--- config.mk ---
export PLATFORM = sky130hd
export DESIGN_NAME = axi_sram_bridge
export DESIGN_NICKNAME = d
export VERILOG_FILES = /design/src/hw/sram_bridge_pkg.sv /design/src/hw/axi_sram_bridge.sv
export VERILOG_INCLUDE_DIRS = /design/src /design/src/hw
export SDC_FILE = /design/constraint.sdc
export NUM_CORES = 1
export LEC_CHECK = 0
export BUFFER_PORTS_ARGS = -buffer_cell sky130_fd_sc_hd__buf_2
export CELL_PAD_IN_SITES_DETAIL_PLACEMENT = 1
export CELL_PAD_IN_SITES_GLOBAL_PLACEMENT = 2
export CORE_ASPECT_RATIO = 1.5
export CORE_MARGIN = 5
export CORE_UTILIZATION = 18
export CTS_BUF_LIST = sky130_fd_sc_hd__clkbuf_16
export DETAILED_ROUTE_END_ITERATION = 8
export PLACE_DENSITY_LB_ADDON = 0.1
export SETUP_SLACK_MARGIN = 0.1
export SLEW_MARGIN = 20
export SYNTH_ARGS = -nofsm -noshare
export SYNTH_HDL_FRONTEND = slang
export SYNTH_SLANG_ARGS = --single-unit
--- constraint.sdc ---
create_clock -name aclk -period 5.95 [get_ports aclk]
set_clock_uncertainty 0.15 [all_clocks]
set_input_delay 0.2975 -clock aclk [delete_from_list [all_inputs] [get_ports aclk]]
set_output_delay 0.2975 -clock aclk [all_outputs]
set_load 0.02 [all_outputs]
--- src/hw/sram_bridge_cfg.svh ---
`ifndef SRAM_BRIDGE_CFG_SVH
`define SRAM_BRIDGE_CFG_SVH

// byte address width on the axi side
`define AXI_ADDR_W 32

// axi data bus width
`define AXI_DATA_W 32

// one strobe bit per data byte
`define AXI_STRB_W (`AXI_DATA_W / 8)

// sram word index width
// word address is the byte address without its two low bits
`define SRAM_DEPTH_LOG2 8

// number of words in the sram array
`define SRAM_DEPTH (1 << `SRAM_DEPTH_LOG2)

// lowest byte-address bit that selects a word
`define SRAM_WORD_LSB 2

`endif

--- src/hw/sram_bridge_pkg.sv ---
package sram_bridge_pkg;

   // write channel sequence
   // address and data may arrive in either order
   typedef enum logic [1:0] {
      // nothing captured yet
      wr_idle      = 2'd0,
      // address held, waiting for data
      wr_have_addr = 2'd1,
      // data held, waiting for address
      wr_have_data = 2'd2,
      // sram written, response pending
      wr_resp      = 2'd3
   } wr_state_e;

   // axi response codes
   typedef enum logic [1:0] {
      // normal access
      okay   = 2'b00,
      // exclusive access ok
      exokay = 2'b01,
      // slave error
      slverr = 2'b10,
      // decode error
      decerr = 2'b11
   } axi_resp_e;

endpackage

--- src/hw/axi_sram_bridge.sv ---
`include "sram_bridge_cfg.svh"

module axi_sram_bridge (
   input  logic                              aclk,
   input  logic                              arst_n,

   // read address channel
   input  logic [`AXI_ADDR_W-1:0]            araddr,
   input  logic                              arvalid,
   output logic                              arready,

   // read data channel
   output logic [`AXI_DATA_W-1:0]            rdata,
   output sram_bridge_pkg::axi_resp_e        rresp,
   output logic                              rlast,
   output logic                              rvalid,
   input  logic                              rready,

   // write address channel
   input  logic [`AXI_ADDR_W-1:0]            awaddr,
   input  logic                              awvalid,
   output logic                              awready,

   // write data channel
   input  logic [`AXI_DATA_W-1:0]            wdata,
   input  logic [`AXI_STRB_W-1:0]            wstrb,
   input  logic                              wvalid,
   output logic                              wready,

   // write response channel
   output sram_bridge_pkg::axi_resp_e        bresp,
   output logic                              bvalid,
   input  logic                              bready,

   // sram side
   output logic                              ram_ren,
   output logic [`SRAM_DEPTH_LOG2-1:0]       ram_raddr,
   input  logic [`AXI_DATA_W-1:0]            ram_rdata,
   output logic [`SRAM_DEPTH_LOG2-1:0]       ram_waddr,
   output logic [`AXI_DATA_W-1:0]            ram_wdata,
   output logic [`AXI_STRB_W-1:0]            ram_wen
);

   import sram_bridge_pkg::*;

   // channel handshakes
   logic                          ar_enter;
   logic                          r_retire;
   logic                          aw_enter;
   logic                          w_enter;
   logic                          b_retire;

   // read outstanding, address accepted and data not yet taken
   logic                          rd_pend;

   // no read outstanding and no write in progress
   logic                          bridge_idle;
   logic                          write_blocked;
   logic                          aw_open;
   logic                          w_open;

   wr_state_e                     wr_state;
   wr_state_e                     wr_state_nxt;

   // one-cycle write strobe on entry to wr_resp
   logic                          wr_fire;

   // captured write payload
   logic [`SRAM_DEPTH_LOG2-1:0]   waddr_q;
   logic [`AXI_DATA_W-1:0]        wdata_q;
   logic [`AXI_STRB_W-1:0]        wstrb_q;

   assign ar_enter = arvalid & arready;
   assign r_retire = rvalid & rready;
   assign aw_enter = awvalid & awready;
   assign w_enter  = wvalid & wready;
   assign b_retire = bvalid & bready;

   // read side

   // sram samples on the accepting edge
   assign ram_ren   = ar_enter;
   assign ram_raddr = araddr[`SRAM_DEPTH_LOG2+`SRAM_WORD_LSB-1:`SRAM_WORD_LSB];

   // set on the address handshake, cleared when the data retires
   // the sram read register is valid exactly one cycle after ren,
   // so the registered flag lines up with the read data
   always_ff @(posedge aclk or negedge arst_n) begin
      if (!arst_n) begin
         rd_pend <= 1'b0;
      end else if (ar_enter) begin
         rd_pend <= 1'b1;
      end else if (r_retire) begin
         rd_pend <= 1'b0;
      end
   end

   assign rvalid = rd_pend;
   // sram read register holds while the read is outstanding
   assign rdata  = ram_rdata;
   // single beat only
   assign rlast  = 1'b1;
   assign rresp  = okay;

   // arbitration

   assign bridge_idle = ~rd_pend & (wr_state == wr_idle);

   // read only starts from full idle
   assign arready = bridge_idle;

   // read wins a tie while idle
   assign write_blocked = rd_pend | (arvalid & bridge_idle);

   // each write channel accepts once per transaction
   assign aw_open = (wr_state == wr_idle) | (wr_state == wr_have_data);
   assign w_open  = (wr_state == wr_idle) | (wr_state == wr_have_addr);

   assign awready = aw_open & ~write_blocked;
   assign wready  = w_open & ~write_blocked;

   // write side

   always_comb begin
      wr_state_nxt = wr_state;
      case (wr_state)
         wr_idle: begin
            if (aw_enter && w_enter) begin
               wr_state_nxt = wr_resp;
            end else if (aw_enter) begin
               wr_state_nxt = wr_have_addr;
            end else if (w_enter) begin
               wr_state_nxt = wr_have_data;
            end
         end
         wr_have_addr: begin
            // address held, data completes it
            if (w_enter) begin
               wr_state_nxt = wr_resp;
            end
         end
         wr_have_data: begin
            // data held, address completes it
            if (aw_enter) begin
               wr_state_nxt = wr_resp;
            end
         end
         wr_resp: begin
            if (b_retire) begin
               wr_state_nxt = wr_idle;
            end
         end
         default: begin
            wr_state_nxt = wr_idle;
         end
      endcase
   end

   always_ff @(posedge aclk or negedge arst_n) begin
      if (!arst_n) begin
         wr_state <= wr_idle;
         wr_fire  <= 1'b0;
      end else begin
         wr_state <= wr_state_nxt;
         // high only for the first cycle spent in wr_resp
         wr_fire  <= (wr_state != wr_resp) && (wr_state_nxt == wr_resp);
      end
   end

   // payload capture, each on its own handshake
   always_ff @(posedge aclk) begin
      if (aw_enter) begin
         waddr_q <= awaddr[`SRAM_DEPTH_LOG2+`SRAM_WORD_LSB-1:`SRAM_WORD_LSB];
      end
      if (w_enter) begin
         wdata_q <= wdata;
         wstrb_q <= wstrb;
      end
   end

   assign ram_waddr = waddr_q;
   assign ram_wdata = wdata_q;
   // byte-masked write, one cycle per transaction
   assign ram_wen   = {`AXI_STRB_W{wr_fire}} & wstrb_q;

   // response held until bready
   assign bvalid = (wr_state == wr_resp);
   assign bresp  = okay;

endmodule

Yosys cells after proc, flatten, opt, wreduce, memory -nomap -nowiden
Index checks and enable logic that the tools add are counted.

Equality and inequality tests: 5. Muxes and demuxes: 9. Bitwise logic cells: 14. Reductions and logical operators: 4.

Operators by type and width (count): $mux W2 (6); $and A1 B1 Y1 (8); $pmux W2 S4 (1); $eq A2 B2 Y1 const B (3); $and A4 B4 Y4 (1); $or A1 B1 Y1 (3); $eq A2 B1 Y1 const B (1); $logic_and A1 B1 Y1 (2); $logic_not A2 Y1 (1); $mux W1 (2); $ne A2 B2 Y1 const B (1); $not A1 Y1 (2); $reduce_bool A2 Y1 (1).

Register bits after elaboration: 48. Input port bits: 139. Output and inout bits: 95. Logic and storage cells: 38.

Depth between registers and ports, before layout
Word-level depth: 13. Gate-level depth with buffers: 3. Mapped depth without buffers: 3.

Least setup slack after synthesis
Ideal clock, no wire load.

Kind: register -> register. Start point: register rd_pend (netlist: rvalid). End point: register wdata_q[0] (netlist: ram_wdata[0]), enable pin. Setup time: 0.397 ns. Arrival time: 1.865 ns. Data required time: 5.403 ns. Slack: 3.538 ns. Stages on the path, launching flop included: 3. Buffers on the path: 0. Period minus slack after synthesis: 2.412 ns. Cell sequence: dfrtp_1 > nor3b_2 > and2_1.

Cells in the longest elaborated chain, start to end: 7.

RTL lines: from (decl) (line axi_sram_bridge.sv:54) `logic rd_pend;`; from (signal assigned) (line axi_sram_bridge.sv:90) `rd_pend <= 1'b0;`; from (signal assigned) (line axi_sram_bridge.sv:92) `rd_pend <= 1'b1;`; from (signal assigned) (line axi_sram_bridge.sv:94) `rd_pend <= 1'b0;`; $not A1 Y1 (line axi_sram_bridge.sv:107) `assign bridge_idle = ~rd_pend & (wr_state == wr_idle);`; $and A1 B1 Y1 (line axi_sram_bridge.sv:107); $and A1 B1 Y1 (line axi_sram_bridge.sv:113) `assign write_blocked = rd_pend | (arvalid & bridge_idle);`; $or A1 B1 Y1 * (line axi_sram_bridge.sv:113); $not A1 Y1 * (line axi_sram_bridge.sv:120) `assign wready = w_open & ~write_blocked;`; $and A1 B1 Y1 * (line axi_sram_bridge.sv:120); via wready (line axi_sram_bridge.sv:28) `output logic wready,`; $and A1 B1 Y1 * (line axi_sram_bridge.sv:76) `assign w_enter = wvalid & wready;`; via w_enter (line axi_sram_bridge.sv:50) `logic w_enter;`; to (signal assigned) (line axi_sram_bridge.sv:176) `wdata_q <= wdata;`; to (decl) (line axi_sram_bridge.sv:70) `` logic [`AXI_DATA_W-1:0] wdata_q; ``.

The timed path passes the listed nets; every way through them passes the cells marked *. A chain may end at the register's enable or synchronous reset.

Worst setup path after layout
Start point: register wr_state[0]. End point: register wdata_q[25] (netlist: ram_wdata[25]), enable pin.

Cells in the longest elaborated chain, start to end: 7. Elaborated cells on any way between the ends: 9. Classes of those cells: eq/ne (1); bitwise (7); reduce/logical (1).

RTL lines: from (decl) (line axi_sram_bridge.sv:62) `wr_state_e wr_state;`; from (signal assigned) (line axi_sram_bridge.sv:161) `wr_state <= wr_idle;`; from (signal assigned) (line axi_sram_bridge.sv:164) `wr_state <= wr_state_nxt;`; $logic_not A2 Y1 (line axi_sram_bridge.sv:107, axi_sram_bridge.sv:117); $and A1 B1 Y1 (line axi_sram_bridge.sv:107); $and A1 B1 Y1 (line axi_sram_bridge.sv:113); $or A1 B1 Y1 (line axi_sram_bridge.sv:113); $not A1 Y1 (line axi_sram_bridge.sv:120); $and A1 B1 Y1 * (line axi_sram_bridge.sv:120); $and A1 B1 Y1 * (line axi_sram_bridge.sv:76); via w_enter (line axi_sram_bridge.sv:50).

Marks and branches as above.

==> metrics <==
area leader, netlist edfxtp_1; CP startpoint wr_state[0]; Clock Sinks 48; initial antenna violation count 1; Routed Antenna Nets 0; vias in the first global route 1334; Tcrit/Tclk final 0.3498; post-synthesis mux area share 0; Slew Viols, Final 0; Initial Util 0.1818; Clock Latency Late Sink 0.28 ns; total core area roughly 10000 um^2; Yosys Warn Count 0; leakage power 0.0009935 uW; Seq/Total Area, Yosys 0.7464; worst r2r src wr_state[0]; die area 12780 um^2; DP HPWL ~3900 um; Die Height 136.0 um; wire per inst 14.62 um; synthesized area 1904 um^2; H-tree lvl count 2; Port Buffer Count 100; top cells by area, synth edfxtp_1 69%, buf_4 18%, dfrtp_1 5.3%, and2_1 2.3%, nor3b_2 1.3%; ant diodes 0; CTS tree yes; pwr dens 418.0 nW/um^2; final setup fails 0; hold path start rready; Avg Cell Area, Syn 16.56 um^2; Worst-path clk slew about 0.060 ns; Peak VDD IR 0.0001229 V; status finished clean; routability congestion estimate 0.7047; min Tclk post-route 2.082 ns; Buf+Inv Stages, Crit Path 0; drt first pass iters 3; FILL cells 1209; post-synth cell types 14; Worst slew margin 0.4128; TritonCTS Buffers 5; hold crit path type in -> reg; Synth Flop Type edfxtp_1; DP Area 2260 um^2; Post-synth EDFFs 44; max incr delay on CP 0.76 ns; IO Count 234; Total GRT Usage 0.07660; nets 320; largest net degree at the start of global routing 37; simple-gate share of the synthesized area 0.05453; ratio of cells with drive above 1 in the final layout 0.6133; post-synthesis compound-gate area fraction 0.01577; Syn Inst Count 115; Root Buffer clkbuf_16; CP Max Fanout 36; DR iter-0 viols 12; most numerous cell in the Yosys netlist buf_4; cts repair resizes 0; area share of fa/ha/maj cells after synthesis 0; Req. time, crit path 5.71 ns; vias per cell 3.397; std cell rows 46; final wirelength 4752 um; Synth Area in XOR/XNOR 0; area delta synth->final 26.41%; Worst setup EP type flip-flop; GRT overflow 0; setup TNS 0 ns; die width between 90 and 100 um; routed vias 1104; CP Cell Sequence nand2b_1, nor3b_2, and2_2; most instantiated cells after synthesis 45 x buf_4, 44 x edfxtp_1, 7 x and2_1; Clock Path Buffers 2; Synth top area share 0.6938; CP top delay family simple AND/OR/NAND/NOR gates; worst-margin pin slew a little under 0.9 ns; first-pass GRT wire length 7251 um; fraction of registers with async set/reset 0.08333; main combinational cell family by area after synthesis buffers and inverters; # DRC 0; post-CTS setup buffer count 0; final hold violation count 0; RSZ-0062 raised after global routing no; Critical-path top delay cell and2_2; Setup crit start kind flip-flop; final instance area 2407 um^2; CP arrival approximately 1.8 ns; post-synthesis register bit count 48; critical path class reg -> reg; Max Fclk 480.4 MHz; Max-Cap Viols 0
-- final cells by class --
cell class	count	area (um^2)	share of cell area
sequential	48	1421	0.5904
timing repair buffer	101	510.5	0.2121
tap	144	180.2	0.07484
multi-input combinational	24	153.9	0.06393
clock buffer	5	125.1	0.05198
clock inverter	2	12.51	0.005198
inverter	1	3.754	0.001559
-- registers in the layout (all words and copies together), names as in the netlist --
signal / cells
ram_wdata: 32
ram_waddr: 8
wstrb_q: 4
wr_state: 2
rvalid: 1
wr_fire: 1
-- where the power goes --
group          switching [uW]  internal (uW)
logic                     178           82.7
registers                28.5            449
clock network             116            153
-- cells in the final DEF, fill, tap and decap left out --
master         synthesis  final
a21oi_1                2      2
a31oi_1                2      2
and2_1                 7      6
and2_2                 1      2
buf_2                  0    100
clkbuf_16              0      5
clkinv_1               0      1
clkinv_4               0      1
conb_1                 2      5
dfrtp_1                4      4
dlygate4sd3_1          0      1
edfxtp_1              44     44
inv_1                  1      1
nand2b_1               2      2
nor3_1                 1      1
nor3_2                 1      1
nor3b_2                2      2
o21bai_1               1      1
-- kinds of logic (layout without fill, tap and decap cells) --
group / count (synthesis) / in the layout
flip-flops: 48 / 48
AO/OA/AOI/OAI: 5 / 5
buffers and inverters: 46 / 109
other: 2 / 5
AND/OR/NAND/NOR: 14 / 14
-- layer usage --
| layer | wire (um) | vias up | part of all wire | global-route usage |
|---|---|---|---|---|
| li1 | - | 478 | - | - |
| met1 | 1416 | 512 | 0.30 | 0.06300 |
| met2 | 2510 | 89 | 0.53 | 0.1355 |
| met3 | 628 | 23 | 0.13 | 0.04707 |
| met4 | 189 | 2 | 0.040 | 0.04578 |
| met5 | 7 | - | 0.0015 | 0 |
-- what timing repair did --
| item | CTS | global route |
|---|---|---|
| endpoints found under the setup margin | 0 | 0 |
| hold buffers | 1 | 0 |
| endpoints found under the hold margin | 4 | 0 |
-- worst paths after layout --
| check | endpoint | slack [ns] | depth (start not counted) |
|---|---|---|---|
| setup / recovery | ram_wdata[25] | 3.87 | 3 |
| hold / removal | rvalid | 0.03 | 2 |
| setup reg to reg | ram_wdata[25] | 3.87 | 3 |
| hold reg to reg | rvalid | 0.54 | 2 |
| max in group asynchronous | wr_fire | 5.33 | 2 |
| min in group asynchronous | rvalid | 0.20 | 2 |
-- stage by stage --
step	hold slack (ns)	total power (uW)	cells	worst slack [ns]	util
after global placement	-0.04225	748.6	317	3.899	0.2157
after CTS	0.02131	1033	325	3.801	0.2298
final	0.02874	1006	325	3.869	0.2298
after floorplan	-0.1481	682.1	118	3.538	-
after detailed placement	-0.03758	754.6	317	3.810	0.2157
after global routing	0.01526	1066	325	3.704	0.2298
(Power assumes the default switching activity.)
